## config.mk

```make
export PLATFORM = sky130hd
export DESIGN_NAME = line_scanner_flat
export DESIGN_NICKNAME = d
export VERILOG_FILES = /design/src/xv_pkg.sv /design/src/xv_ifs.sv /design/src/line_scanner.sv /design/src/flat_wrapper.sv
export VERILOG_INCLUDE_DIRS = /design/src
export SDC_FILE = /design/constraint.sdc
export NUM_CORES = 1
export LEC_CHECK = 0
export ABC_AREA = 1
export BUFFER_PORTS_ARGS = -buffer_cell sky130_fd_sc_hd__buf_2
export CAP_MARGIN = 30
export CORE_ASPECT_RATIO = 1.4
export CORE_MARGIN = 8
export CORE_UTILIZATION = 30
export CTS_CLUSTER_SIZE = 20
export DETAILED_ROUTE_END_ITERATION = 8
export GPL_ROUTABILITY_DRIVEN = 0
export HOLD_SLACK_MARGIN = 0.02
export SLEW_MARGIN = 20
export SYNTH_ARGS = -nofsm -noshare
export SYNTH_HDL_FRONTEND = slang
export SYNTH_SLANG_ARGS = --single-unit
```

## constraint.sdc

```tcl
create_clock -name clk -period 1.55 [get_ports clk]
set_input_delay 0.0775 -clock clk [delete_from_list [all_inputs] [get_ports clk]]
set_output_delay 0.0775 -clock clk [all_outputs]
set_load 0.02 [all_outputs]
```

## src/xv_cfg.svh

```systemverilog
/*
 * Build-time sizes for the video memory subsystem.
 * Included by the package and by the VRAM modules.
 * The total word count is banks times 2**bank address width.
 */

`ifndef XV_CFG_SVH
`define XV_CFG_SVH

// number of VRAM banks, decoded from the top address bits
`define XV_BANKS 4

// word address width inside one bank (16K words)
`define XV_BANK_AW 14

// power-up content, marks locations never written
`define XV_FILL_WORD 16'hdead

`endif
```

## src/xv_pkg.sv

```systemverilog
/*
 * Shared types for the video memory subsystem.
 * Modules refer to these by scoped names (xv_pkg::name).
 */

`include "xv_cfg.svh"

package xv_pkg;

    typedef logic [$clog2(`XV_BANKS)-1:0] bank_t;                   // bank number
    typedef logic [$clog2(`XV_BANKS)+`XV_BANK_AW-1:0] vram_addr_t;  // 16-bit word address
    typedef logic [15:0] vram_word_t;                               // one VRAM word

    // host visible registers
    typedef enum logic [1:0] {
        REG_WR_ADDR = 2'd0,
        REG_WR_DATA = 2'd1,
        REG_RD_ADDR = 2'd2,
        REG_RD_DATA = 2'd3
    } reg_num_t;

    typedef enum logic [1:0] {
        HS_IDLE,
        HS_WRITE,
        HS_READ
    } host_state_t;

    typedef enum logic [1:0] {
        SC_IDLE,
        SC_FETCH,
        SC_DRAIN
    } scan_state_t;

endpackage

```

## src/xv_ifs.sv

```systemverilog
/*
 * Internal buses of the video memory subsystem.
 * mem_req_if joins one requester to the arbiter, one instance per requester.
 * vram_if joins the arbiter to the banked VRAM.
 */

`timescale 1ns/1ps

interface mem_req_if;
    logic                   req;    // held until gnt
    logic                   wr_en;
    xv_pkg::vram_addr_t     addr;
    xv_pkg::vram_word_t     wdata;
    logic                   gnt;    // same cycle as req
    xv_pkg::vram_word_t     rdata;
    logic                   rvalid; // one cycle after a granted read

    modport requester (
        output req, wr_en, addr, wdata,
        input  gnt, rdata, rvalid
    );

    modport arbiter (
        input  req, wr_en, addr, wdata,
        output gnt, rdata, rvalid
    );
endinterface


```

## src/line_scanner.sv

```systemverilog
/*
 * Line scanner for the display side.
 * scan_start latches a base address and a word count, then one read
 * is issued per cycle; returned words stream out with scan_valid.
 * scan_busy falls the cycle after the last word.
 */

`timescale 1ns/1ps

module line_scanner (
    input  logic                    clk,
    input  logic                    rst,
    input  logic                    scan_start,
    input  xv_pkg::vram_addr_t      scan_base,
    input  logic [8:0]              scan_len,
    output xv_pkg::vram_word_t      scan_data,
    output logic                    scan_valid,
    output logic                    scan_busy,
    mem_req_if.requester            req
);

    xv_pkg::scan_state_t state;
    xv_pkg::vram_addr_t  addr;
    logic [8:0]          issue_left;    // requests still to send
    logic [8:0]          recv_left;     // words still to arrive

    always_ff @(posedge clk) begin
        if (rst) begin
            state      <= xv_pkg::SC_IDLE;
            addr       <= '0;
            issue_left <= '0;
            recv_left  <= '0;
        end else begin
            if (req.rvalid) begin
                recv_left <= recv_left - 1'b1;
            end
            case (state)
                xv_pkg::SC_IDLE: begin
                    if (scan_start) begin
                        addr       <= scan_base;
                        issue_left <= scan_len;
                        recv_left  <= scan_len;
                        state      <= (scan_len == '0) ? xv_pkg::SC_DRAIN : xv_pkg::SC_FETCH;
                    end
                end
                xv_pkg::SC_FETCH: begin
                    if (req.gnt) begin
                        addr       <= addr + 1'b1;
                        issue_left <= issue_left - 1'b1;
                        if (issue_left == 9'd1) begin
                            state <= xv_pkg::SC_DRAIN;
                        end
                    end
                end
                xv_pkg::SC_DRAIN: begin
                    // last word arriving now, or nothing was fetched
                    if (recv_left == '0 || (req.rvalid && recv_left == 9'd1)) begin
                        state <= xv_pkg::SC_IDLE;
                    end
                end
                default: state <= xv_pkg::SC_IDLE;
            endcase
        end
    end

    assign req.req   = (state == xv_pkg::SC_FETCH);
    assign req.wr_en = 1'b0;            // read only
    assign req.addr  = addr;
    assign req.wdata = '0;

    assign scan_data  = req.rdata;
    assign scan_valid = req.rvalid;
    assign scan_busy  = (state != xv_pkg::SC_IDLE);

endmodule

```

## src/flat_wrapper.sv

```systemverilog
// flat-port wrapper written by rule: the top's interface ports become plain ports
module line_scanner_flat 
  (clk, rst, scan_start, scan_base, scan_len, scan_data, scan_valid, scan_busy, req_req, req_wr_en, req_addr, req_wdata, req_gnt, req_rdata, req_rvalid);
  mem_req_if req_i ();
  input  logic clk;
  input  logic rst;
  input  logic scan_start;
  input  xv_pkg::vram_addr_t scan_base;
  input  logic [8:0] scan_len;
  output xv_pkg::vram_word_t scan_data;
  output logic scan_valid;
  output logic scan_busy;
  output wire logic [$bits(req_i.req)-1:0] req_req;
  output wire logic [$bits(req_i.wr_en)-1:0] req_wr_en;
  output wire logic [$bits(req_i.addr)-1:0] req_addr;
  output wire logic [$bits(req_i.wdata)-1:0] req_wdata;
  input wire logic [$bits(req_i.gnt)-1:0] req_gnt;
  input wire logic [$bits(req_i.rdata)-1:0] req_rdata;
  input wire logic [$bits(req_i.rvalid)-1:0] req_rvalid;
  assign req_req = req_i.req;
  assign req_wr_en = req_i.wr_en;
  assign req_addr = req_i.addr;
  assign req_wdata = req_i.wdata;
  assign req_i.gnt = req_gnt;
  assign req_i.rdata = req_rdata;
  assign req_i.rvalid = req_rvalid;
  line_scanner u_core (.clk(clk), .rst(rst), .scan_start(scan_start), .scan_base(scan_base), .scan_len(scan_len), .scan_data(scan_data), .scan_valid(scan_valid), .scan_busy(scan_busy), .req(req_i));
endmodule
```

==> results of run 1 <==
[worst max-delay path by stage]
| stage | slack [ps] | from | end | cells after the start |
|---|---|---|---|---|
| 2_1_floorplan | 8 | u_core.req.addr[1] | u_core.req.addr[10] | 8 |
| 3_3_place_gp | 140 | u_core.issue_left[4] | u_core.state[0] | 7 |
| 3_5_place_dp | 110 | u_core.issue_left[4] | u_core.state[0] | 7 |
| 4_1_cts | 90 | u_core.issue_left[4] | u_core.state[0] | 7 |
| 5_1_grt | 20 | u_core.issue_left[1] | u_core.issue_left[6] | 9 |
| 6_report | 120 | u_core.req.addr[1] | u_core.req.addr[9] | 8 |
[state kept, by name, summed over array words and instances (netlist names)]
name and cells:
u_core.issue_left 9, u_core.req.addr 16, u_core.state 2, u_core.recv_left 9
[cells by family after synthesis]
group	count (synthesis)	share of synthesized area [%]
AOI/OAI and AO/OA	79	16.6
and+or+nand+nor	204	31.8
DFF	36	26.8
buffers and inverters	104	20.3
adders and majority gates	6	2.79
other	1	0.139
xor gates and xnor gates	5	1.63
[metal layers]
metal  global-route usage, %  vias to the layer above  part of all wire [%]
li1                        -                     1410                     -
met1                    13.8                     1293                    42
met2                    22.5                       66                    51
met3                    2.40                       10                   5.8
met4                    5.63                        0                   1.8
met5                       0                        -                     0
[stage by stage]
stage          power (mW)  setup slack, ps
2_1_floorplan        4.18             8.29
3_5_place_dp         5.06              111
6_report             6.22              120
5_1_grt              6.77             16.0
3_3_place_gp         5.03              140
4_1_cts              6.25             90.9
[cells in the mapped netlist (2+ instances only)]
cell type    n
a31oi_1      2
nand2_1    101
ha_1         6
nor3_1       4
a21oi_1     29
nand4_1      8
nand3_1     27
a211oi_1     3
buf_4       36
xor2_1       5
nor2_1      56
o22ai_1      6
buf_2        2
clkbuf_1     8
o211ai_1     3
inv_1       53
o21ai_0     30
or2_2        4
dfxtp_1     36
buf_6        2
inv_2        2
[what timing repair did]
item,in CTS,in global routing
resized for setup,0,3
setup endpoints to repair,0,2
hold endpoints to repair,0,0
[layout make-up]
type	count	area, sq um
well taps	107	134
clock inverters	2	35.0
inverters	56	213
flip-flops and latches	36	722
multi-input cells	311	1490
repair buffers	61	363
clock buffers	6	129
fillers	993	5790
[report_power, final]
group	leakage [nW]	switching, mW	internal (mW)
Clock	0.0808	0.406	0.757
Combinational	1.12	2.12	1.24
Sequential	0.298	0.366	1.33
[critical path, stage by stage (launching register included)]
cell     delay, ps
dfxtp_1        330
buf_4          130
nand2_1         50
nor2_1         160
nand2_1        170
nor2_1         190
nand3_1         90
a21oi_1        140
nor2_1          60
==> run metrics, run 1 <==
initial antenna violation count=0; vias per cell=approximately 4.8; main area contributors after synthesis=dfxtp_1, nand2_1, buf_4; first-pass GRT wire length=between 10000 and 15000 um; total die area=between 10000 and 15000 sq um; dominant synthesized flop cell=dfxtp_1; top cell type's share of synthesized area=between 20% and 30%; number of global-route vias before repair=~2800; number of synthesized register bits=36; proportion of layout cells with a drive suffix above 1=between 15 and 20%; initial core utilization=a little under a third; synthesized area=between 2000 and 3000 sq um; Post-Place Cells=roughly 570; setup TNS=0 ps; EDFF count, synth=0; leakage=between 1.5 and 2 nW; PD cells=2010 nW/um^2; dominant cell type by area after synthesis=dfxtp_1; reg2reg setup slack=~120 ps; Hold Path Stages=5; Reg-to-Reg End=u_core.req.addr[9]; Max Clk Rate=approximately 700 MHz; CTS tree=done; Worst Tran Pin Value=594 ps; layout net count=523; overall global routing resource usage=between 10% and 20%; Max IR drop VDD=between 0.9 and 1 mV; # rows=roughly 40; Hold Vio Cnt, Final=0; Post-DP Area=2920 sq um; dpl hpwl=slightly below 6000 um; TritonCTS Sinks=36; I/O Pins=98; input/output buffers=48; Mean Syn Cell Area=6.19 sq um; H-tree levels=2; final worst-path cycle share=about 90%; final worst path period need=~1400 ps; CP endpoint kind=flop; CP Class=reg2reg; Hold Path End=u_core.recv_left[6]; Reg-to-Reg Start=u_core.req.addr[1]; clk_lat worst skew=between 200 and 300 ps; Final setup viols=0; RSZ-0062 raised after global routing=false; ys async rst share=0%; Arrival @ worst endpoint=1600 ps; Core Region=slightly below 9000 sq um; CTS Buf Count=5; Clock Skews=7.74 ps; Layout area overhead=14.5%; Clock Pin Slew Worst Setup and Hold Paths=60 ps; most common cell after layout, fill and taps aside=nand2_1; Final Core Density=a little over a third; root buf cell=clkbuf_16; CP max FO=5; Residual DRC=0; overall die height=~130 um; Setup Fix Bufs, Post-CTS=0; Die Span X=96.1 um; Worst EP required=1730 ps; Cells after Synth=435; post-route ant nets=0; starting DRC count in detailed routing=93; Post-Route WL=between 7000 and 8000 um; fin area=between 3000 and 4000 sq um; library cells used by synthesis=33; diode count=0; worst-case reg-to-reg path depth=8; grt ovf=0; Seq/Total Area, Yosys=about 27%; DR vias=roughly 2800; CTS Buffer Depth=2; fin. max-slew vios=0; Hold WC Path Type=in2reg; WL per Instance=13.0 um; crit start category=flop; outcome=finished, final reports clean; Max Cap Violations=0; Hold Path Origin=scan_len[6]; Rel. slew slack=roughly 60%; DR pass1 iterations=4; largest net degree at the start of global routing=24; final std cells w/o fill=579; commonest cells after routing, fill and taps aside=nand2_1, nor2_1, inv_1; hold_ws=approximately 120 ps; hold_buf cts=0; Synthesis Warnings=0
Power figures use the tool's default switching activity.
==> inputs of run 2 (changes only) <==
Settings changed: GPL_ROUTABILITY_DRIVEN 0 to unset, REMOVE_ABC_BUFFERS set to 1.
==> run metrics, run 2 (same netlist as run 1, synthesis figures left out) <==
outcome=finished, final reports clean; Worst EP required=1730 ps (about the same); Reg power frac=28.0% (+0.8 points); Clock Skews=6.77 ps (-0.973 ps); Layout area overhead=14.5% (unchanged); Post-Route WL=8000 um (+6.2%); Hold Path Stages=3 (-2); dpl hpwl=6200 um (+6.5%); root buf cell=clkbuf_16; setup TNS=0 ps (unchanged); Final setup viols=0 (unchanged); crit start category=flop; final worst-path cycle share=93.6% (+1.4 points); initial core utilization=30.4% (unchanged); largest net degree at the start of global routing=24 (unchanged); Total Power=6.19 mW (-0.45%); Hold Path Origin=scan_len[1]; fin. max-slew vios=0 (unchanged); final worst path period need=1450 ps (+21.1 ps); register bank with the most flops=u_core.req.addr; CP endpoint kind=flop; overall global routing resource usage=13.2% (+0.60 points); routability cong.=0.880; Psw=2.98 mW (+2.9%); input/output buffers=48 (unchanged); Clock Power Share=17.2% (-1.5 points); leakage=1.49 nW (-0.87%); H-tree levels=2 (unchanged); cell-internal power=3.21 mW (-3.4%); Max Clk Rate=689 MHz (-1.5%); number of global-route vias before repair=2807 (+1.7%); PD cells=2010 nW/um^2 (-0.45%); first-pass GRT wire length=13000 um (+4.6%); Arrival @ worst endpoint=1630 ps (+30 ps); Hold WC Path Type=in2reg; Residual DRC=0 (unchanged); initial antenna violation count=0 (unchanged); Largest regs=u_core.req.addr: 16 flops, u_core.issue_left: 9 flops, u_core.recv_left: 9 flops; CP max FO=23 (+18); post-route ant nets=0 (unchanged); Die Span X=96.1 um (unchanged); CTS tree=done; clk_lat worst skew=290 ps (about the same); RSZ-0062 raised after global routing=true; switching share of power=48.1% (+1.6 points); diode count=0 (unchanged); Reg-to-Reg End=u_core.req.addr[9]; Max Cap Violations=0 (unchanged); Clock Pin Slew Worst Setup and Hold Paths=60 ps (about the same); max reg flops=16 (unchanged); grt ovf=0 (unchanged); Final Core Density=34.8% (unchanged); worst-case reg-to-reg path depth=8 (unchanged); hold_ws=91.6 ps (-29.2 ps); Rel. slew slack=66.6% (+6.2 points); final setup margin=99.2 ps (-21.1 ps); most common cell after layout, fill and taps aside=nand2_1; Hold Path End=u_core.recv_left[1]; Hold Vio Cnt, Final=0 (unchanged); Max IR drop VDD=0.742 mV (-20%); I/O Pins=98 (unchanged); WL per Instance=13.8 um (+6.2%); reg2reg setup slack=100 ps (-20 ps); layout net count=523 (unchanged); overall die height=128 um (unchanged); TritonCTS Sinks=36 (unchanged); commonest cells after routing, fill and taps aside=nand2_1, nor2_1, inv_1; total die area=12300 sq um (unchanged); Worst Tran Pin Value=501 ps (-92.9 ps); Post-Place Worst Slack=108 ps (-2.39 ps); # rows=41 (unchanged); Core Region=8870 sq um (unchanged); DR pass1 iterations=4 (unchanged); starting DRC count in detailed routing=173 (+86%); CP Class=reg2reg; CTS Buf Count=5 (unchanged); vias per cell=4.82 (+0.50%); DR vias=2793 (+0.50%); CTS Buffer Depth=2 (unchanged); Comb pwr share=54.8% (+0.7 points); Reg-to-Reg Start=u_core.state[0]; proportion of layout cells with a drive suffix above 1=18.9% (+1.3 points)
run 2: stage by stage:
stage               std cells  cell area [sq um]
global route              579               3090
floorplan                 403               2420
detailed placement        571               2910
CTS                       579               3060
global placement          571               2910
finish                    579               3090
run 2: routing by layer:
metal	vias up	part of all wire, %	track usage [%]	wire [um]
li1	1406	-	-	-
met1	1281	38	14.4	3070
met2	95	52	23.2	4170
met3	11	7.7	3.81	617
met4	0	1.7	4.72	140
met5	-	0	0	0
run 2: timing repair:
action                                  in CTS  in global routing
hold buffers                                 0                  0
resized for setup                            0                 13
endpoints found under the setup margin       0                  9
buffers inserted                             0                  0
run 2: how the worst max path moves through the flow:
stage | start | endpoint
floorplan | u_core.state[0] | u_core.req.addr[9]
global placement | u_core.state[0] | u_core.recv_left[3]
detailed placement | u_core.state[1] | u_core.req.addr[11]
CTS | u_core.state[1] | req_req
global route | u_core.issue_left[1] | u_core.issue_left[6]
finish | u_core.state[0] | u_core.req.addr[9]
run 2: worst max-delay path: stages, from the launching register on:
cell and delay (ps):
dfxtp_1 410, inv_1 90, nand2_2 120, nor2_4 80, o21ai_4 240, inv_6 130
a21o_1 180, nand2_1 50, nor2_1 40
run 2: cell type report:
class,count,area (sq um)
fillers,992,5790
repair buffers,61,358
inverters,56,215
clock buffers,7,143
clock inverters,1,7.51
well taps,107,134
flip-flops and latches,36,721
multi-input cells,311,1510
run 2: power by group through the flow:
stage | registers (mW) | clock network (mW) | logic, mW
floorplan | 1.93 | 0 | 1.99
global placement | 1.73 | 0 | 3.29
detailed placement | 1.74 | 0 | 3.33
CTS | 1.73 | 1.08 | 3.34
global route | 1.80 | 1.11 | 3.87
finish | 1.73 | 1.06 | 3.39
