==> src/xv_cfg.svh <==
/*
 * Build-time sizes for the video memory subsystem.
 * Included by the package and by the VRAM modules.
 * The total word count is banks times 2**bank address width.
 */

`ifndef XV_CFG_SVH
`define XV_CFG_SVH

// number of VRAM banks, decoded from the top address bits
`define XV_BANKS 4

// word address width inside one bank (16K words)
`define XV_BANK_AW 14

// power-up content, marks locations never written
`define XV_FILL_WORD 16'hdead

`endif
==> src/xv_pkg.sv <==
/*
 * Shared types for the video memory subsystem.
 * Modules refer to these by scoped names (xv_pkg::name).
 */

`include "xv_cfg.svh"

package xv_pkg;

    typedef logic [$clog2(`XV_BANKS)-1:0] bank_t;                   // bank number
    typedef logic [$clog2(`XV_BANKS)+`XV_BANK_AW-1:0] vram_addr_t;  // 16-bit word address
    typedef logic [15:0] vram_word_t;                               // one VRAM word

    // host visible registers
    typedef enum logic [1:0] {
        REG_WR_ADDR = 2'd0,
        REG_WR_DATA = 2'd1,
        REG_RD_ADDR = 2'd2,
        REG_RD_DATA = 2'd3
    } reg_num_t;

    typedef enum logic [1:0] {
        HS_IDLE,
        HS_WRITE,
        HS_READ
    } host_state_t;

    typedef enum logic [1:0] {
        SC_IDLE,
        SC_FETCH,
        SC_DRAIN
    } scan_state_t;

endpackage

==> src/xv_ifs.sv <==
/*
 * Internal buses of the video memory subsystem.
 * mem_req_if joins one requester to the arbiter, one instance per requester.
 * vram_if joins the arbiter to the banked VRAM.
 */

`timescale 1ns/1ps

interface mem_req_if;
    logic                   req;    // held until gnt
    logic                   wr_en;
    xv_pkg::vram_addr_t     addr;
    xv_pkg::vram_word_t     wdata;
    logic                   gnt;    // same cycle as req
    xv_pkg::vram_word_t     rdata;
    logic                   rvalid; // one cycle after a granted read

    modport requester (
        output req, wr_en, addr, wdata,
        input  gnt, rdata, rvalid
    );

    modport arbiter (
        input  req, wr_en, addr, wdata,
        output gnt, rdata, rvalid
    );
endinterface


==> src/host_regs.sv <==
/*
 * Host register file for VRAM access.
 * Register 0/2 hold write/read address, 1 writes data (write address
 * auto-increments), 3 returns a prefetched word and fetches the next.
 * busy is high while the VRAM access of a strobe is outstanding and
 * the host must not strobe again until it falls.
 */

`timescale 1ns/1ps

module host_regs (
    input  logic                    clk,
    input  logic                    rst,
    input  logic                    reg_wr,
    input  logic                    reg_rd,
    input  xv_pkg::reg_num_t        reg_num,
    input  xv_pkg::vram_word_t      reg_wdata,
    output xv_pkg::vram_word_t      reg_rdata,
    output logic                    busy,
    mem_req_if.requester            req
);

    xv_pkg::host_state_t state;
    xv_pkg::vram_addr_t  wr_addr;
    xv_pkg::vram_addr_t  rd_addr;   // address of the prefetched word
    xv_pkg::vram_word_t  wr_data;
    xv_pkg::vram_word_t  rd_word;   // prefetched read data
    logic                rd_sent;   // read granted, waiting for rvalid

    always_ff @(posedge clk) begin
        if (rst) begin
            state   <= xv_pkg::HS_IDLE;
            wr_addr <= '0;
            rd_addr <= '0;
            rd_sent <= 1'b0;
        end else begin
            case (state)
                xv_pkg::HS_IDLE: begin
                    if (reg_wr) begin
                        case (reg_num)
                            xv_pkg::REG_WR_ADDR: wr_addr <= xv_pkg::vram_addr_t'(reg_wdata);
                            xv_pkg::REG_WR_DATA: state <= xv_pkg::HS_WRITE;
                            xv_pkg::REG_RD_ADDR: begin
                                rd_addr <= xv_pkg::vram_addr_t'(reg_wdata);
                                state   <= xv_pkg::HS_READ;
                            end
                            xv_pkg::REG_RD_DATA: state <= xv_pkg::HS_READ;  // refetch
                            default: state <= xv_pkg::HS_IDLE;
                        endcase
                    end else if (reg_rd && reg_num == xv_pkg::REG_RD_DATA) begin
                        rd_addr <= rd_addr + 1'b1;  // word consumed, fetch next
                        state   <= xv_pkg::HS_READ;
                    end
                end
                xv_pkg::HS_WRITE: begin
                    if (req.gnt) begin
                        wr_addr <= wr_addr + 1'b1;
                        state   <= xv_pkg::HS_IDLE;
                    end
                end
                xv_pkg::HS_READ: begin
                    if (req.rvalid) begin
                        rd_sent <= 1'b0;
                        state   <= xv_pkg::HS_IDLE;
                    end else if (req.gnt) begin
                        rd_sent <= 1'b1;
                    end
                end
                default: state <= xv_pkg::HS_IDLE;
            endcase
        end
    end

    // data registers
    always_ff @(posedge clk) begin
        if (state == xv_pkg::HS_IDLE && reg_wr && reg_num == xv_pkg::REG_WR_DATA) begin
            wr_data <= reg_wdata;
        end
        if (state == xv_pkg::HS_READ && req.rvalid) begin
            rd_word <= req.rdata;
        end
    end

    assign req.req   = (state == xv_pkg::HS_WRITE) || (state == xv_pkg::HS_READ && !rd_sent);
    assign req.wr_en = (state == xv_pkg::HS_WRITE);
    assign req.addr  = (state == xv_pkg::HS_WRITE) ? wr_addr : rd_addr;
    assign req.wdata = wr_data;

    assign busy = (state != xv_pkg::HS_IDLE);

    always_comb begin
        case (reg_num)
            xv_pkg::REG_WR_ADDR: reg_rdata = xv_pkg::vram_word_t'(wr_addr);
            xv_pkg::REG_RD_ADDR: reg_rdata = xv_pkg::vram_word_t'(rd_addr);
            default:             reg_rdata = rd_word;   // 1 and 3
        endcase
    end

endmodule

==> src/flat_wrapper.sv <==
// flat-port wrapper written by rule: the top's interface ports become plain ports
module host_regs_flat 
  (clk, rst, reg_wr, reg_rd, reg_num, reg_wdata, reg_rdata, busy, req_req, req_wr_en, req_addr, req_wdata, req_gnt, req_rdata, req_rvalid);
  mem_req_if req_i ();
  input  logic clk;
  input  logic rst;
  input  logic reg_wr;
  input  logic reg_rd;
  input  xv_pkg::reg_num_t reg_num;
  input  xv_pkg::vram_word_t reg_wdata;
  output xv_pkg::vram_word_t reg_rdata;
  output logic busy;
  output wire logic [$bits(req_i.req)-1:0] req_req;
  output wire logic [$bits(req_i.wr_en)-1:0] req_wr_en;
  output wire logic [$bits(req_i.addr)-1:0] req_addr;
  output wire logic [$bits(req_i.wdata)-1:0] req_wdata;
  input wire logic [$bits(req_i.gnt)-1:0] req_gnt;
  input wire logic [$bits(req_i.rdata)-1:0] req_rdata;
  input wire logic [$bits(req_i.rvalid)-1:0] req_rvalid;
  assign req_req = req_i.req;
  assign req_wr_en = req_i.wr_en;
  assign req_addr = req_i.addr;
  assign req_wdata = req_i.wdata;
  assign req_i.gnt = req_gnt;
  assign req_i.rdata = req_rdata;
  assign req_i.rvalid = req_rvalid;
  host_regs u_core (.clk(clk), .rst(rst), .reg_wr(reg_wr), .reg_rd(reg_rd), .reg_num(reg_num), .reg_wdata(reg_wdata), .reg_rdata(reg_rdata), .busy(busy), .req(req_i));
endmodule
==> config.mk <==
export PLATFORM = sky130hd
export DESIGN_NAME = host_regs_flat
export DESIGN_NICKNAME = d
export VERILOG_FILES = /design/src/xv_pkg.sv /design/src/xv_ifs.sv /design/src/host_regs.sv /design/src/flat_wrapper.sv
export VERILOG_INCLUDE_DIRS = /design/src
export SDC_FILE = /design/constraint.sdc
export NUM_CORES = 1
export LEC_CHECK = 0
export ABC_AREA = 0
export BUFFER_PORTS_ARGS = -buffer_cell sky130_fd_sc_hd__buf_2
export CAP_MARGIN = 20
export CORE_ASPECT_RATIO = 0.8
export CORE_MARGIN = 2
export CORE_UTILIZATION = 40
export DETAILED_ROUTE_END_ITERATION = 6
export PLACE_DENSITY_LB_ADDON = 0.15
export SYNTH_ARGS = -nofsm -noshare
export SYNTH_HDL_FRONTEND = slang
export SYNTH_SLANG_ARGS = --single-unit
==> constraint.sdc <==
create_clock -name clk -period 4.9 [get_ports clk]
set_input_delay 1.47 -clock clk [delete_from_list [all_inputs] [get_ports clk]]
set_output_delay 1.47 -clock clk [all_outputs]
set_load 0.02 [all_outputs]
==> results of run 1 <==
-- area by class of cell --
type	count	area (sq um)
fill	889	4550
tap	115	144
timing repair buffer	94	480
multi-input combinational	325	1870
clock buffer	9	225
inverter	10	37.5
clock inverter	7	68.8
sequential	67	1660
-- routing by layer --
layer  GRT usage, %  wire [microns]  up-vias
met5              0               0        -
met4           7.20             166        0
met3           4.32             742       17
met2           37.1            5590      139
met1           35.6            5710     1753
li1               -               -     1745
-- path summary, 6_finish.rpt --
| check | cells after the start | from | endpoint | slack [ns] |
|---|---|---|---|---|
| max | 4 | reg_num[1] | reg_rdata[15] | 1.02 |
| max reg2reg | 5 | u_core.rd_addr[0] | u_core.rd_addr[14] | 2.86 |
| min | 2 | u_core.rd_sent | u_core.rd_sent | 0.52 |
| min reg2reg | 2 | u_core.rd_sent | u_core.rd_sent | 0.52 |
-- sequential cells by signal, summed over array words and instances, names as in the netlist --
signal,count
u_core.rd_addr,16
u_core.rd_word,16
u_core.req.wdata,16
u_core.wr_addr,16
u_core.state,2
u_core.rd_sent,1
-- layout by cell type (no fill, tap or decap), drive strengths merged, types with 6 or more instances in the layout --
cell type and count:
inv 10, o21ai 48, nor3 10, nor2 23, clkbuf 9, nand2 82
buf 94, nand3 9, nor4 8, edfxtp 32, dfxtp 35, nand4 10
nand2b 6, a21oi 25, mux2i 18, and2 6
-- cells by family (layout without fill, tap and decap cells) --
logic type	after synthesis	in the layout	share of synthesized area (%)
muxes	21	21	5.77
and+or+nand+nor	179	179	23.0
adders and majority gates	2	2	0.674
DFF	67	67	44.8
buffers and inverters	43	120	4.75
AOI/OAI and AO/OA	123	123	21.0
-- stage by stage --
step	cells	util (%)	setup slack [ns]	power, mW	cell area (sq um)
finish	627	49.7	1.02	1.46	4490
global route	627	49.7	0.907	1.50	4490
CTS	627	49.7	1.03	1.46	4490
detailed placement	611	46.4	1.01	0.826	4200
global placement	611	46.4	1.09	0.823	4200
floorplan	435	-	0.755	0.754	3710
-- power by group --
part | leakage [nW] | total, mW | switching [mW] | internal [mW]
Clock | 0.143 | 0.643 | 0.251 | 0.392
Sequential | 0.576 | 0.641 | 0.0326 | 0.609
Combinational | 1.07 | 0.175 | 0.111 | 0.0641
-- critical path, delay by kind of cell --
family                 cells  cell delay, ns
buffers and inverters      2            0.59
AO/OA/AOI/OAI              1            0.09
multiplexers               1            0.26
==> impl_metrics.tcl, run 1 <==
set metrics [dict create \
    status "finished clean" \
    ys_ff_latch 67 \
    drc_errors 0 \
    postCtsHoldBufs 0 \
    rsz0062_at_grt "no" \
    syn-cell-area_sq_um 3710 \
    clock_latency_ns 0.34 \
    syn_area_per_cell_sq_um 8.53 \
    fin_crit_ns 3.88 \
    n_antenna_cell 0 \
    cts_resized 0 \
    start_util_pct 41.1 \
    first_pass_iters 5 \
    crit_chain "buf_2, mux2i_1, o21ai_0, buf_2" \
    grt_pass1_vias 3391 \
    htreeDepth 3 \
    syn_to_final_growth_pct 21.0 \
    fin_crit_sh_pct 79.3 \
    whs_ns 0.522 \
    hp-class "flip-flop to flip-flop" \
    crit_path_frequent_cell "buf_2" \
    cts_tree "yes" \
    cts_buffer_depth 2 \
    path_max_fanout 19 \
    antenna_found_initial 0 \
    yosysUniqueCellTypes 55 \
    std_cell_rows 31 \
    synthArstFlopShare_pct 0 \
    crit_slowest_cell "buf_2" \
    gp_congestion 0.893 \
    synth.most_common_cell "nand2_1" \
    tightest_slew_ns 0.965 \
    first_iter_violations 345 \
    wl_per_cell_microns 19.5 \
    layout-drive-gt1-share_pct 22.9 \
    io_pins 91 \
    powerDensity_nw_per_um2 325 \
    slowest_delay_ns 0.41 \
    max_slew_margin_pct 35.6 \
    path_clk_slew_ns 0.05 \
    synth-edff-count 32 \
    vias 3654 \
    seq_area_frac_synth_pct 44.8 \
    fmax_ghz 0.257 \
    drt_wl_total_mm 12.2 \
    yosys.area.top_type "edfxtp_1" \
    dp_hpwl_mm 8.47 \
    yosysWarnings 0 \
    port_buffers 90 \
    ys_top_cells_by_area "edfxtp_1, dfxtp_1, nand2_1, o21ai_0, mux2i_1" \
    synth_top_flop_cell "dfxtp_1" \
    final-hold-violation-count 0 \
    tns_ns 0 \
    numCtsBuffers 9 \
    die_h_microns 90.2 \
    synth_common_cells "nand2_1, o21ai_0, dfxtp_1" \
    ant_nets 0 \
    yosysTopAreaCellShare_pct 25.9 \
    vias_per_cell 5.83 \
    setup_viol 0 \
    cts_setup_buffers 0 \
    grt_use_total_pct 24.4 \
    synth.net_count 477 \
    critPathLaunchType "input port" \
    die_w_microns 112 \
    cts_sinks 67 \
    gr-total-overflow 0 \
    layout.nets 549 \
    arrival_ns 2.41 \
    grt_start_max_net_pins 50 \
    grt_pass1_wl_mm 19.1 \
    syn_inst 435 \
    clock-root-buffer "clkbuf_16" \
    ir_worst_vdd_mv 0.175 \
    fp.dieArea_sq_um 10100 \
    p_leak_nw 1.79 \
    clock_skew_ns 0.00738 \
    cap_viol_max_count 0 \
    end_kind "output port" \
    slew_violations 0 \
    path_class "input port to output port" \
    worstPathRequired_ns 3.43 \
    coreArea_sq_um 9040 \
]
Power figures use the tool's default switching activity.
==> run 2, diff against run 1 <==
Clock period 4.9 ns to 3.35 ns, I/O delays scaled along.
==> run 2 against run 1 <==
Effect of this change:
- combinational power is 47% higher
- critical path depth did not move
- sequential power grew 46%
- worst hold slack lost 0.015 ns
- via count shrank 0.22%
- cell count rose by 0.48%
- clock skew grew 0.0030 ns
- routed wire length shrank 3.0%
- critical path type unchanged
==> impl_metrics.tcl, run 2 (synthesis gave the netlist of run 1 again) <==
set metrics [dict create \
    critPathLaunchType "input port" \
    cts_buffer_depth 2 \
    arrival_ns 1.95 \
    hp-start "u_core.rd_sent" \
    die_h_microns 90.2 \
    seq_area_sq_um 1660 \
    gr-total-overflow 0 \
    status "finished clean" \
    port_buffers 90 \
    layout.nets 552 \
    drc_errors 0 \
    crit_slowest_cell "buf_2" \
    clock-root-buffer "clkbuf_16" \
    grt_pass1_vias 3405 \
    ant_nets 0 \
    coreArea_sq_um 9040 \
    path_class "input port to output port" \
    slew_violations 0 \
    postCtsHoldBufs 0 \
    n_antenna_cell 0 \
    mostFrequentLayoutCells "buf_2, nand2_1, o21ai_0, dfxtp_1, edfxtp_1" \
    fp.dieArea_sq_um 10100 \
    antenna_found_initial 0 \
    grt_use_total_pct 23.7 \
    layout-drive-gt1-share_pct 22.9 \
    cts_setup_buffers 0 \
    slowest_delay_ns 0.40 \
    wl_per_cell_microns 18.8 \
    vias_per_cell 5.79 \
    numCtsBuffers 9 \
    r2r_start "u_core.rd_addr[0]" \
    dpl_cell_area_sq_um 4220 \
    cap_viol_max_count 0 \
    dp_hpwl_mm 8.38 \
    io_pins 91 \
    fin_crit_sh_pct 88.1 \
    min_to "u_core.rd_sent" \
    powerDensity_nw_per_um2 457 \
    reg2reg_to "u_core.rd_addr[14]" \
    clock_latency_ns 0.33 \
    setup_viol 0 \
    vias 3646 \
    die_w_microns 112 \
    hp-class "flip-flop to flip-flop" \
    p_leak_nw 1.80 \
    path_clk_slew_ns 0.06 \
    fin_crit_ns 2.95 \
    totalPowerFinal_mw 2.05 \
    cts_sinks 67 \
    first_iter_violations 355 \
    ir_worst_vdd_mv 0.182 \
    end_kind "output port" \
    grt_pass1_wl_mm 18.7 \
    cts_resized 0 \
    crit_chain "buf_2, mux2i_1, o21ai_0, buf_2" \
    path_max_fanout 19 \
    tns_ns 0 \
    syn_to_final_growth_pct 20.8 \
    fillers 902 \
    cts_tree "yes" \
    worstPathRequired_ns 2.34 \
    rsz0062_at_grt "no" \
    fmax_ghz 0.339 \
    max_slew_margin_pct 46.0 \
    std_cell_rows 31 \
    tightest_slew_ns 0.810 \
    start_util_pct 41.1 \
    mostFrequentLayoutCell "buf_2" \
    multi_input_area_sq_um 1870 \
    clock_skew_ns 0.0103 \
    grt_start_max_net_pins 49 \
    rrSetupSlack_ns 1.37 \
    first_pass_iters 5 \
    gp_congestion 0.916 \
    crit_path_frequent_cell "buf_2" \
    drt_wl_total_mm 11.8 \
    min_path_cells 2 \
    reg2regPathDepth 5 \
    final_area_sq_um 4480 \
    htreeDepth 3 \
    final-hold-violation-count 0 \
]
## run 2: changes by cell type in the layout (fill, tap and decap cells not counted)
| cell | previous run | this run |
|---|---|---|
| clkinv_1 | 1 | 0 |
| bufinv_16 | 1 | 0 |
| clkinvlp_4 | 1 | 0 |
| clkbuf_1 | 0 | 3 |
| buf_4 | 4 | 7 |
## run 2: stage by stage
| step | util [%] | hold WS, ns | instances | worst slack, ns |
|---|---|---|---|---|
| after floorplan | - | 0.474 | 435 | 0.135 |
| after CTS | 49.6 | 0.507 | 630 | 0.391 |
| after global routing | 49.6 | 0.522 | 630 | 0.260 |
| after global placement | 46.7 | 0.499 | 614 | 0.415 |
| after detailed placement | 46.7 | 0.499 | 614 | 0.389 |
| final | 49.6 | 0.507 | 630 | 0.397 |
## run 2: layout make-up
cell class	instances	area share [%]
clock buffer	12	5.27
multi-input combinational	325	41.8
inverter	10	0.837
clock inverter	4	0.614
sequential	67	37.1
tap	115	3.21
timing repair buffer	97	11.2
## run 2: critical path, delay by kind of cell
kind | cells | cell delay [ns]
buffers and inverters | 2 | 0.59
AOI/OAI and AO/OA | 1 | 0.10
muxes | 1 | 0.24
## run 2: report_power, final
group / leakage [nW] / total (mW) / internal (mW) / switching, mW
clock: 0.131 / 0.853 / 0.501 / 0.351
combinational: 1.09 / 0.257 / 0.0955 / 0.162
sequential: 0.576 / 0.937 / 0.891 / 0.0460
## run 2: layer usage
metal | GRT usage [%] | part of all wire [%] | wire, microns | vias to the layer above
met5 | 0 | 0 | 0 | -
met4 | 8.85 | 2.5 | 299 | 0
met3 | 7.28 | 8.5 | 1010 | 23
met2 | 34.7 | 45 | 5300 | 154
met1 | 32.9 | 44 | 5240 | 1719
li1 | - | - | - | 1750
## run 2: how the worst max path moves through the flow
stage / start / slack (ns) / end
3_3_place_gp: reg_num[1] / 0.41 / reg_rdata[8]
4_1_cts: reg_num[1] / 0.39 / reg_rdata[0]
3_5_place_dp: reg_num[1] / 0.39 / reg_rdata[8]
5_1_grt: u_core.state[0] / 0.26 / req_addr[9]
2_1_floorplan: reg_num[1] / 0.14 / reg_rdata[0]
6_report: reg_num[1] / 0.40 / reg_rdata[11]
