<file path="config.mk">
export PLATFORM = sky130hd
export DESIGN_NAME = vram_arbiter_flat
export DESIGN_NICKNAME = d
export VERILOG_FILES = /design/src/xv_pkg.sv /design/src/xv_ifs.sv /design/src/vram_arbiter.sv /design/src/flat_wrapper.sv
export VERILOG_INCLUDE_DIRS = /design/src
export SDC_FILE = /design/constraint.sdc
export NUM_CORES = 1
export LEC_CHECK = 0
export BUFFER_PORTS_ARGS = -buffer_cell sky130_fd_sc_hd__clkbuf_2
export CORE_ASPECT_RATIO = 0.75
export CORE_MARGIN = 5
export CORE_UTILIZATION = 25
export CTS_CLUSTER_SIZE = 30
export DETAILED_ROUTE_END_ITERATION = 12
export PLACE_DENSITY = 0.79
export SYNTH_ARGS = -nofsm -noshare
export SYNTH_HDL_FRONTEND = slang
export SYNTH_SLANG_ARGS = --single-unit
</file>
<file path="constraint.sdc">
create_clock -name clk -period 1.6 [get_ports clk]
set_clock_uncertainty 0.1 [all_clocks]
set_input_delay 0.48 -clock clk [delete_from_list [all_inputs] [get_ports clk]]
set_output_delay 0.48 -clock clk [all_outputs]
set_load 0.005 [all_outputs]
</file>
<file path="src/xv_cfg.svh">
/*
 * Build-time sizes for the video memory subsystem.
 * Included by the package and by the VRAM modules.
 * The total word count is banks times 2**bank address width.
 */

`ifndef XV_CFG_SVH
`define XV_CFG_SVH

// number of VRAM banks, decoded from the top address bits
`define XV_BANKS 4

// word address width inside one bank (16K words)
`define XV_BANK_AW 14

// power-up content, marks locations never written
`define XV_FILL_WORD 16'hdead

`endif
</file>
<file path="src/xv_pkg.sv">
/*
 * Shared types for the video memory subsystem.
 * Modules refer to these by scoped names (xv_pkg::name).
 */

`include "xv_cfg.svh"

package xv_pkg;

    typedef logic [$clog2(`XV_BANKS)-1:0] bank_t;                   // bank number
    typedef logic [$clog2(`XV_BANKS)+`XV_BANK_AW-1:0] vram_addr_t;  // 16-bit word address
    typedef logic [15:0] vram_word_t;                               // one VRAM word

    // host visible registers
    typedef enum logic [1:0] {
        REG_WR_ADDR = 2'd0,
        REG_WR_DATA = 2'd1,
        REG_RD_ADDR = 2'd2,
        REG_RD_DATA = 2'd3
    } reg_num_t;

    typedef enum logic [1:0] {
        HS_IDLE,
        HS_WRITE,
        HS_READ
    } host_state_t;

    typedef enum logic [1:0] {
        SC_IDLE,
        SC_FETCH,
        SC_DRAIN
    } scan_state_t;

endpackage

</file>
<file path="src/xv_ifs.sv">
/*
 * Internal buses of the video memory subsystem.
 * mem_req_if joins one requester to the arbiter, one instance per requester.
 * vram_if joins the arbiter to the banked VRAM.
 */

`timescale 1ns/1ps

interface mem_req_if;
    logic                   req;    // held until gnt
    logic                   wr_en;
    xv_pkg::vram_addr_t     addr;
    xv_pkg::vram_word_t     wdata;
    logic                   gnt;    // same cycle as req
    xv_pkg::vram_word_t     rdata;
    logic                   rvalid; // one cycle after a granted read

    modport requester (
        output req, wr_en, addr, wdata,
        input  gnt, rdata, rvalid
    );

    modport arbiter (
        input  req, wr_en, addr, wdata,
        output gnt, rdata, rvalid
    );
endinterface

interface vram_if;
    logic                   sel;
    logic                   wr_en;
    xv_pkg::vram_addr_t     addr;
    xv_pkg::vram_word_t     wdata;
    xv_pkg::vram_word_t     rdata;  // valid the cycle after sel

    modport ctrl (
        output sel, wr_en, addr, wdata,
        input  rdata
    );

    modport mem (
        input  sel, wr_en, addr, wdata,
        output rdata
    );
endinterface

</file>
<file path="src/vram_arbiter.sv">
/*
 * Fixed-priority arbiter for the single VRAM port.
 * The scanner wins whenever it requests, the host gets idle cycles.
 * Owner and read flag are registered to route rvalid back.
 */

`timescale 1ns/1ps

module vram_arbiter (
    input  logic        clk,
    input  logic        rst,
    mem_req_if.arbiter  scan,
    mem_req_if.arbiter  host,
    vram_if.ctrl        mem
);

    logic rd_q;         // a read was performed last cycle
    logic own_scan_q;   // ... and it belonged to the scanner

    // combinational grant
    assign scan.gnt = scan.req;
    assign host.gnt = host.req && !scan.req;

    always_comb begin
        mem.sel = scan.req || host.req;
        if (scan.req) begin
            mem.wr_en = scan.wr_en;
            mem.addr  = scan.addr;
            mem.wdata = scan.wdata;
        end else begin
            mem.wr_en = host.wr_en;
            mem.addr  = host.addr;
            mem.wdata = host.wdata;
        end
    end

    always_ff @(posedge clk) begin
        if (rst) begin
            rd_q       <= 1'b0;
            own_scan_q <= 1'b0;
        end else begin
            rd_q       <= mem.sel && !mem.wr_en;
            own_scan_q <= scan.req;
        end
    end

    // both sides see the data, only the owner sees rvalid
    assign scan.rdata  = mem.rdata;
    assign host.rdata  = mem.rdata;
    assign scan.rvalid = rd_q && own_scan_q;
    assign host.rvalid = rd_q && !own_scan_q;

endmodule

</file>
<file path="src/flat_wrapper.sv">
// flat-port wrapper written by rule: the top's interface ports become plain ports
module vram_arbiter_flat 
  (clk, rst, scan_req, scan_wr_en, scan_addr, scan_wdata, scan_gnt, scan_rdata, scan_rvalid, host_req, host_wr_en, host_addr, host_wdata, host_gnt, host_rdata, host_rvalid, mem_sel, mem_wr_en, mem_addr, mem_wdata, mem_rdata);
  mem_req_if scan_i ();
  mem_req_if host_i ();
  vram_if mem_i ();
  input  logic clk;
  input  logic rst;
  input wire logic [$bits(scan_i.req)-1:0] scan_req;
  input wire logic [$bits(scan_i.wr_en)-1:0] scan_wr_en;
  input wire logic [$bits(scan_i.addr)-1:0] scan_addr;
  input wire logic [$bits(scan_i.wdata)-1:0] scan_wdata;
  output wire logic [$bits(scan_i.gnt)-1:0] scan_gnt;
  output wire logic [$bits(scan_i.rdata)-1:0] scan_rdata;
  output wire logic [$bits(scan_i.rvalid)-1:0] scan_rvalid;
  input wire logic [$bits(host_i.req)-1:0] host_req;
  input wire logic [$bits(host_i.wr_en)-1:0] host_wr_en;
  input wire logic [$bits(host_i.addr)-1:0] host_addr;
  input wire logic [$bits(host_i.wdata)-1:0] host_wdata;
  output wire logic [$bits(host_i.gnt)-1:0] host_gnt;
  output wire logic [$bits(host_i.rdata)-1:0] host_rdata;
  output wire logic [$bits(host_i.rvalid)-1:0] host_rvalid;
  output wire logic [$bits(mem_i.sel)-1:0] mem_sel;
  output wire logic [$bits(mem_i.wr_en)-1:0] mem_wr_en;
  output wire logic [$bits(mem_i.addr)-1:0] mem_addr;
  output wire logic [$bits(mem_i.wdata)-1:0] mem_wdata;
  input wire logic [$bits(mem_i.rdata)-1:0] mem_rdata;
  assign scan_i.req = scan_req;
  assign scan_i.wr_en = scan_wr_en;
  assign scan_i.addr = scan_addr;
  assign scan_i.wdata = scan_wdata;
  assign scan_gnt = scan_i.gnt;
  assign scan_rdata = scan_i.rdata;
  assign scan_rvalid = scan_i.rvalid;
  assign host_i.req = host_req;
  assign host_i.wr_en = host_wr_en;
  assign host_i.addr = host_addr;
  assign host_i.wdata = host_wdata;
  assign host_gnt = host_i.gnt;
  assign host_rdata = host_i.rdata;
  assign host_rvalid = host_i.rvalid;
  assign mem_sel = mem_i.sel;
  assign mem_wr_en = mem_i.wr_en;
  assign mem_addr = mem_i.addr;
  assign mem_wdata = mem_i.wdata;
  assign mem_i.rdata = mem_rdata;
  vram_arbiter u_core (.clk(clk), .rst(rst), .scan(scan_i), .host(host_i), .mem(mem_i));
endmodule
</file>
==> results.md, run 1 <==
- Inserted Clock Buffers: 3
- DRC violations left: 0
- Worst endpoint required time: 1020 ps
- Seq cells post-synth: 2
- Routed via count: around 840
- Synth area leaders: mux2_4, buf_4, buf_12
- Logic pwr share: just under 60%
- Die span in x: a little under 80 µm
- Type of origin of the critical path: input pin
- Hold path depth: 2
- Max Slew Vio Count: 0
- WP buf/inv: 3
- Worst path depth: 4
- Clk sink count: 2
- CP max stage delay: ~300 ps
- Fin Hold WS: ~370 ps
- Status: finished with violations
- Drt pass-1 iters: 2
- Share of the synthesized area in the top cell type: a little under half
- Total Routing Usage GR: a little under an eighth
- Final setup vio count: 34
- H-tree level count: 1
- DRT iter0 DRCs: 19
- Starting Density: a little over a quarter
- I/O Pins: 156
- Clock-pin slew on the worst setup and hold paths: approximately 30 ps
- Failing checks: negative setup slack
- Cell Area, Synth: between 800 and 900 µm²
- Largest net degree at the start of global routing: 11
- Worst-Margin Slew: 199 ps
- Area grow syn2layout: 54.7%
- Number of library cell types mapped by synthesis: 12
- Commonest non-fill, non-tap cells in the layout: clkbuf_2, mux2_4, clkbuf_8, buf_6
- Initial antenna violation count: 0
- Largest fanout on the critical path: 10
- Net Count, Synth: around 170
- Chip Height: 61.6 µm
- Cell family contributing the most delay on the critical path: buffers and inverters
- Layout cell share with drive strength beyond 1: 95.0%
- Core Box Area: 3360 µm²
- CTS tree: done
- Ys Warns: 0
- RePlAce Congestion: between 0.6 and 0.7
- CP endpoint kind: output pin
- Crit-path cells: clkbuf_16 > buf_12 > mux2_4 > clkbuf_2
- Max-cap violation count: 0
- CP Data Arrival Time: between 1000 and 1500 ps
- Area of the multi-input gates: ~550 µm²
- Final hold vios: 0
- Die area: between 4000 and 5000 µm²
- Int Power: about 0.00045 W
- Switching portion of total power: 25.5%
- Final net count: 248
- Cells after Synth: 80
- Max rail drop VDD: roughly 0.44 mV
- Clock share of power: about a third
- FMAX: 0.563 GHz
- Register area: between 40 and 50 µm²
- Pwr Density: roughly 450 nW/µm²
- Area leader, netlist: mux2_4
- Post-synthesis area per instance: roughly 11 µm²
- Sequential Power Share: approximately 8.9%
- Setup TNS Final: -5350 ps
- Net Switching: 0.000155 W
- Slowest cell on crit path: mux2_4
- RSZ-0062 raised after global routing: true
- WS Path Type: in -> out
- Register area share after synthesis: 4.52%
- Vias per inst: 4.19
- Final WL: just over 3000 µm
- Vias in the first global route: roughly 920
- Wire per inst: between 15 and 20 µm
- Grt ovf: 0
- Final ANT Viol Nets: 0
- Tcrit/Tclk final: 111%
- Worst Hold Class: in -> reg
- Final worst slack: -177 ps
- Max Buffers Root-to-Sink: 2
- Filler instances: about 340
- First-pass GRT wire length: approximately 4300 µm
- Port Buffer Count: ~110
- Tmin final: about 1800 ps
- Diodes inserted: 0
- Rel. slew slack: around 87%
- Root Driver: clkbuf_8
- Leak: roughly 0.85 nW
- Leading cell type in the layout, fill and taps excluded: clkbuf_2
- Rows: 18
==> through the flow <==
| stage | area (µm²) | power [W] | util [%] | std cells | setup WS [ps] |
|---|---|---|---|---|---|
| floorplan | 897 | 0.000287 | - | 80 | -17.2 |
| global placement | 1210 | 0.000377 | 36.1 | 194 | -289 |
| detailed placement | 1210 | 0.000381 | 36.1 | 194 | -284 |
| CTS | 1370 | 0.000625 | 40.8 | 201 | -181 |
| global route | 1370 | 0.000653 | 40.8 | 200 | -198 |
| finish | 1370 | 0.000610 | 40.8 | 200 | -177 |
==> layout make-up <==
class,count,area share (%)
multi-input combinational,41,40.3
clock buffer,3,3.01
tap,40,3.65
timing repair buffer,114,50.1
sequential,2,2.92
==> path summary, 6_finish.rpt <==
path	from	endpoint	slack (ps)
hold / removal	rst	u_core.own_scan_q$_SDFF_PP0_	370
setup / recovery	scan_req	mem_addr[8]	-180
==> registers in the layout, summed over array words and instances (netlist names) <==
name,flops
u_core.own_scan_q,1
u_core.rd_q,1
==> synth_stat cells, drive strengths merged <==
| master | instances |
|---|---|
| a21o | 1 |
| and2 | 1 |
| buf | 37 |
| dfxtp | 2 |
| mux2 | 33 |
| nor2 | 1 |
| nor2b | 3 |
| nor3b | 1 |
| or2 | 1 |
==> per-layer routing <==
metal,vias up,share of wire (%),track usage (%)
met1,383,33,11.5
met5,-,0,0
met4,0,0.40,4.99
met3,2,11,4.97
met2,51,55,21.3
li1,402,-,-
==> power by group through the flow <==
stage	clock, W	sequential [W]	combinational, W
global placement	0	0.0000548	0.000322
detailed placement	0	0.0000550	0.000326
global route	0.000211	0.0000550	0.000386
finish	0.000197	0.0000543	0.000358
floorplan	0	0.0000546	0.000233
CTS	0.000206	0.0000544	0.000365
==> timing repair <==
item | in CTS | in global routing
setup endpoints to repair | 35 | 36
gates resized for setup | 13 | 3
buffers inserted | 2 | 0
pin swaps | 1 | 0
hold buffers | 0 | 0
cloned | 2 | 0
==> cell families (layout without fill, tap and decap cells) <==
group                  after synthesis  in the layout  share of synthesized area (%)
buffers and inverters               37            117                           36.0
muxes                               33             33                           53.8
and+or+nand+nor                      7              7                           4.80
DFF                                  2              2                           4.52
AOI/OAI and AO/OA                    1              1                          0.848
(Power assumes the default switching activity.)
==> inputs of run 2 (changes only) <==
--- a/config.mk
+++ b/config.mk
@@ -13,6 +13,7 @@
 export CTS_CLUSTER_SIZE = 30
 export DETAILED_ROUTE_END_ITERATION = 12
 export PLACE_DENSITY = 0.79
+export SETUP_SLACK_MARGIN = 0.1
 export SYNTH_ARGS = -nofsm -noshare
 export SYNTH_HDL_FRONTEND = slang
 export SYNTH_SLANG_ARGS = --single-unit
==> run 2 against run 1 <==
Against the previous run: the run still ends with negative setup slack left; utilization is 1.5 points higher; critical path depth unchanged; first-iteration DRC count decreased by 16%; non-clock buffer count rose by 3; clock power barely moved; worst hold slack improved by 12 ps; highest routed layer unchanged; largest cell class unchanged; cell area grew 3.6%; critical path type unchanged; die area did not move; combinational power up 4%; via count up 2.6%.
==> results.md, run 2 (synthesis results as in run 1) <==
- Largest net degree at the start of global routing: 11 (unchanged)
- Rows: 18 (unchanged)
- Max-cap violation count: 0 (unchanged)
- Clock-pin slew on the worst setup and hold paths: 30 ps (about the same)
- M1 GR Usage: 11.4% (-0.086 points)
- Max Slew Vio Count: 0 (unchanged)
- Grt ovf: 0 (unchanged)
- Root Driver: clkbuf_8
- DRC violations left: 0 (unchanged)
- WP buf/inv: 3 (unchanged)
- Worst endpoint required time: 1020 ps (about the same)
- Inserted Clock Buffers: 3 (unchanged)
- Vias per inst: 4.24 (+1.1%)
- Final ANT Viol Nets: 0 (unchanged)
- Leak: 0.881 nW (+3.3%)
- Initial antenna violation count: 0 (unchanged)
- Clk sink count: 2 (unchanged)
- CP endpoint kind: output pin
- Post-DP HPWL: ~2700 µm
- First-pass GRT wire length: 4400 µm (+3.2%)
- Tmin final: 1780 ps (+6.22 ps)
- Placed Area: 1200 µm² (-0.62%)
- RePlAce Congestion: 0.701 (+6.9%)
- Final WL: 3110 µm (+2.4%)
- Final hold vios: 0 (unchanged)
- Crit-path cells: clkbuf_16 > buf_16 > mux2_4 > clkbuf_2
- Drt pass-1 iters: 2 (unchanged)
- Largest fanout on the critical path: 10 (unchanged)
- Routed via count: 860 (+2.6%)
- Chip Height: 61.6 µm (unchanged)
- Met3 Use GR: 5.41% (+0.44 points)
- Failing checks: negative setup slack
- Vias in the first global route: 921 (unchanged)
- Slowest cell on crit path: mux2_4
- Wire per inst: 15.3 µm (+0.92%)
- Commonest non-fill, non-tap cells in the layout: clkbuf_2, mux2_4, clkbuf_8
- Total Routing Usage GR: 11.7% (+0.25 points)
- CTS Hold Buffers Added: 0 (unchanged)
- Setup TNS Final: -4890 ps (+466 ps)
- Cell family contributing the most delay on the critical path: buffers and inverters
- Leading cell type in the layout, fill and taps excluded: clkbuf_2
- RSZ-0062 raised after global routing: true
- Die span in x: 78.7 µm (unchanged)
- Diodes inserted: 0 (unchanged)
- Max Buffers Root-to-Sink: 2 (unchanged)
- CP max stage delay: 300 ps (about the same)
- GRT Max-Usage Layer: met2
- Core Box Area: 3360 µm² (unchanged)
- Max rail drop VDD: 0.330 mV (-25%)
- FMAX: 0.561 GHz (-0.35%)
- H-tree level count: 1 (unchanged)
- Final net count: 251 (+1.2%)
- Met2 Use GR: 22.9% (+1.6 points)
- I/O Pins: 156 (unchanged)
- Layout cell share with drive strength beyond 1: 95.1% (about the same)
- Worst Hold Class: in -> reg
- Tcrit/Tclk final: 111% (+0.39 points)
- Filler instances: 328 (-3.8%)
- Type of origin of the critical path: input pin
- CTS tree: done
- Worst-Margin Slew: 167 ps (-32.2 ps)
- Hold path depth: 2 (unchanged)
- WS Path Type: in -> out
- DRT iter0 DRCs: 16 (-3)
- Status: finished with violations
- Worst path depth: 4 (unchanged)
- Starting Density: 26.4% (unchanged)
- Final setup vio count: 33 (-2.9%)
- Final worst slack: -183 ps (-6.22 ps)
- Area grow syn2layout: 60.2%
- Biggest registers after layout: u_core.own_scan_q (1), u_core.rd_q (1)
- CP Data Arrival Time: 1200 ps (about the same)
- Design area: 1420 µm² (+3.6%)
- Port Buffer Count: 107 (unchanged)
- Pwr Density: 439 nW/µm² (-1.4%)
- Rel. slew slack: 88.8% (+2.1 points)
- Die area: 4850 µm² (unchanged)
run 2: path summary, 6_finish.rpt:
| kind | to | slack, ps | startpoint |
|---|---|---|---|
| setup / recovery | mem_addr[4] | -180 | scan_req |
| hold / removal | u_core.own_scan_q$_SDFF_PP0_ | 380 | rst |
run 2: repair_timing:
| item | 4_1_cts | 5_1_grt |
|---|---|---|
| setup endpoints to repair | 36 | 36 |
| setup buffers | 2 | 2 |
| cloned | 4 | 0 |
| resized for setup | 14 | 2 |
run 2: power by group:
part | internal [W] | switching [W]
Combinational | 0.000253 | 0.000120
Sequential | 0.0000532 | 0.00000106
Clock | 0.000159 | 0.0000361
run 2: area by class of cell:
| cell class | instances | area, µm² | share of cell area, % |
|---|---|---|---|
| timing repair buffer | 117 | 732 | 51.6 |
| clock buffer | 3 | 41.3 | 2.91 |
| multi-input combinational | 41 | 556 | 39.2 |
| tap | 40 | 50.0 | 3.53 |
| sequential | 2 | 40.0 | 2.82 |
run 2: stage by stage:
step / util (%) / std cells / hold WS (ps) / setup WS (ps) / total power [W]
3_3_place_gp: 35.8 / 193 / 578 / -316 / 0.000374
4_1_cts: 41.9 / 202 / 369 / -183 / 0.000630
2_1_floorplan: - / 80 / 452 / -17.2 / 0.000287
6_report: 42.3 / 203 / 379 / -183 / 0.000623
3_5_place_dp: 35.8 / 193 / 585 / -327 / 0.000380
5_1_grt: 42.3 / 203 / 391 / -203 / 0.000658
run 2: metal layers:
layer  up-vias  wire length (µm)
met5         -                 0
met3         2               388
li1        406                 -
met4         0                 2
met2        53              1700
met1       399              1020
==> inputs of run 3 (changes only) <==
--- a/config.mk
+++ b/config.mk
@@ -8,7 +8,7 @@
 export LEC_CHECK = 0
 export BUFFER_PORTS_ARGS = -buffer_cell sky130_fd_sc_hd__clkbuf_2
 export CORE_ASPECT_RATIO = 0.75
-export CORE_MARGIN = 5
+export CORE_MARGIN = 3
 export CORE_UTILIZATION = 25
 export CTS_CLUSTER_SIZE = 30
 export DETAILED_ROUTE_END_ITERATION = 12
==> run 3 against run 2 <==
Against the previous run: the flow still finishes with violations (negative setup slack); sequential share of layout area rose by 0.13 points; global-route usage shrank 0.25 points; fmax up 0.22%; wire length fell by 11%; sequential power hardly changed; critical path type unchanged; highest routed layer unchanged.
==> results.md, run 3 (synthesis results as in run 1) <==
- Final hold vios: 0 (unchanged)
- DRT iter0 DRCs: 11 (-5)
- Final ANT Viol Nets: 0 (unchanged)
- Max rail drop VDD: 0.242 mV (-27%)
- Switching portion of total power: 25.4% (+0.17 points)
- Tmin final: 1780 ps (-3.99 ps)
- Vias per inst: 4.10 (-3.2%)
- Sequential Power Share: 9.0% (+0.3 points)
- Total Routing Usage GR: 11.5% (-0.25 points)
- Largest net degree at the start of global routing: 11 (unchanged)
- Int Power: 0.000450 W (-3.3%)
- RePlAce Congestion: 0.742 (+5.8%)
- Met2 Use GR: 21.0% (-1.8 points)
- Core Box Area: 3330 µm² (-0.67%)
- CP endpoint kind: output pin
- RSZ-0062 raised after global routing: true
- Final setup vio count: 35 (+6.1%)
- Vias in the first global route: 785 (-15%)
- Rows: 18 (unchanged)
- GRT Max-Usage Layer: met2
- First-pass GRT wire length: 3670 µm (-17%)
- Wire per inst: 13.8 µm (-10%)
- Routed via count: 824 (-4.2%)
- Worst-Margin Slew: 167 ps (-0.116 ps)
- Worst endpoint required time: 1020 ps (about the same)
- Dpl ws: -236 ps (+90.9 ps)
- Failing checks: negative setup slack
- Grt ovf: 0 (unchanged)
- Met3 Use GR: 4.05% (-1.4 points)
- I/O Pins: 156 (unchanged)
- Starting Density: 26.6% (+0.18 points)
- Leading cell type in the layout, fill and taps excluded: clkbuf_2
- Die area: 4300 µm² (-11%)
- Inserted Clock Buffers: 3 (unchanged)
- Clock share of power: 32.7% (+1.4 points)
- Area grow syn2layout: 53.2%
- Die span in x: 74.7 µm (-5.1%)
- CP Data Arrival Time: 1200 ps (about the same)
- M1 GR Usage: 11.4% (-0.052 points)
- Drt pass-1 iters: 2 (unchanged)
- Biggest registers after layout: u_core.own_scan_q (1), u_core.rd_q (1)
- Initial antenna violation count: 0 (unchanged)
- Leak: 0.837 nW (-5.0%)
- Status: finished with violations
- Max Slew Vio Count: 0 (unchanged)
- Clock-pin slew on the worst setup and hold paths: 30 ps (about the same)
- Max Buffers Root-to-Sink: 2 (unchanged)
- Port Buffer Count: 107 (unchanged)
- FMAX: 0.562 GHz (+0.22%)
- Layout cell share with drive strength beyond 1: 95.0% (about the same)
- Chip Height: 57.6 µm (-6.5%)
- WS Path Type: in -> out
- DRC violations left: 0 (unchanged)
- Root Driver: clkbuf_8
- Net Switching: 0.000153 W (-2.4%)
- Type of origin of the critical path: input pin
- Max-cap violation count: 0 (unchanged)
- Final worst slack: -179 ps (+3.99 ps)
- Rel. slew slack: 88.8% (about the same)
- Clk sink count: 2 (unchanged)
- Final net count: 249 (-0.80%)
- Pwr Density: 445 nW/µm² (+1.4%)
- Final WL: 2770 µm (-11%)
- Logic pwr share: 58.3% (-1.7 points)
- Post-DP HPWL: 2330 µm (-12%)
- H-tree level count: 1 (unchanged)
- Commonest non-fill, non-tap cells in the layout: clkbuf_2, mux2_4, mux2_2
- Tcrit/Tclk final: 111% (-0.25 points)
- Fin Hold WS: 371 ps (-8.40 ps)
- CTS Hold Buffers Added: 0 (unchanged)
- Worst Hold Class: in -> reg
- Largest fanout on the critical path: 9 (-1)
- CTS tree: done
- Diodes inserted: 0 (unchanged)
[run 3: cell count changes in the layout (fill, tap and decap cells not counted)]
cell	previous run	this run
buf_16	3	2
buf_2	0	1
buf_4	3	2
buf_6	2	3
clkbuf_2	105	104
clkbuf_8	4	3
mux2_2	0	5
mux2_4	33	28
nor2b_2	0	1
nor2b_4	1	0
[run 3: per-stage QoR]
stage | utilization [%] | std cells | TNS [ps] | total power [W] | area, µm²
2_1_floorplan | - | 80 | -442 | 0.000287 | 897
3_3_place_gp | 36.3 | 194 | -7470 | 0.000373 | 1210
5_1_grt | 40.7 | 201 | -6250 | 0.000644 | 1360
6_report | 40.7 | 201 | -5630 | 0.000604 | 1360
4_1_cts | 40.3 | 200 | -5790 | 0.000611 | 1340
3_5_place_dp | 36.3 | 194 | -7640 | 0.000377 | 1210
[run 3: area by class of cell]
cell class,instances,area (µm²)
clock buffer,3,41.3
fill,325,1980
multi-input combinational,41,532
sequential,2,40.0
tap,40,50.0
timing repair buffer,115,694
[run 3: final timing paths]
check                 from  slack (ps)                           end  cells after the start
setup / recovery  scan_req        -180                 mem_wdata[14]                      4
hold / removal         rst         370  u_core.own_scan_q$_SDFF_PP0_                      2
[run 3: timing repair]
item	4_1_cts	5_1_grt
hold endpoints to repair	0	0
resized for setup	8	3
endpoints found under the setup margin	36	36
gates cloned	2	0
buffers inserted	1	2
[run 3: power groups by stage]
stage	combinational, W	clock, W	sequential [W]
after floorplan	0.000233	0	0.0000546
after detailed placement	0.000322	0	0.0000548
final	0.000352	0.000198	0.0000542
after global placement	0.000318	0	0.0000548
after global routing	0.000378	0.000211	0.0000545
after CTS	0.000353	0.000204	0.0000542
[run 3: layer usage]
metal	share of wire (%)	vias up
met4	1.7	0
met3	12	8
met5	0	-
met1	34	345
met2	53	70
li1	-	401
[run 3: critical path, cell delays in order]
cell and delay [ps]:
clkbuf_16 140, buf_12 130, mux2_2 330, clkbuf_2 110
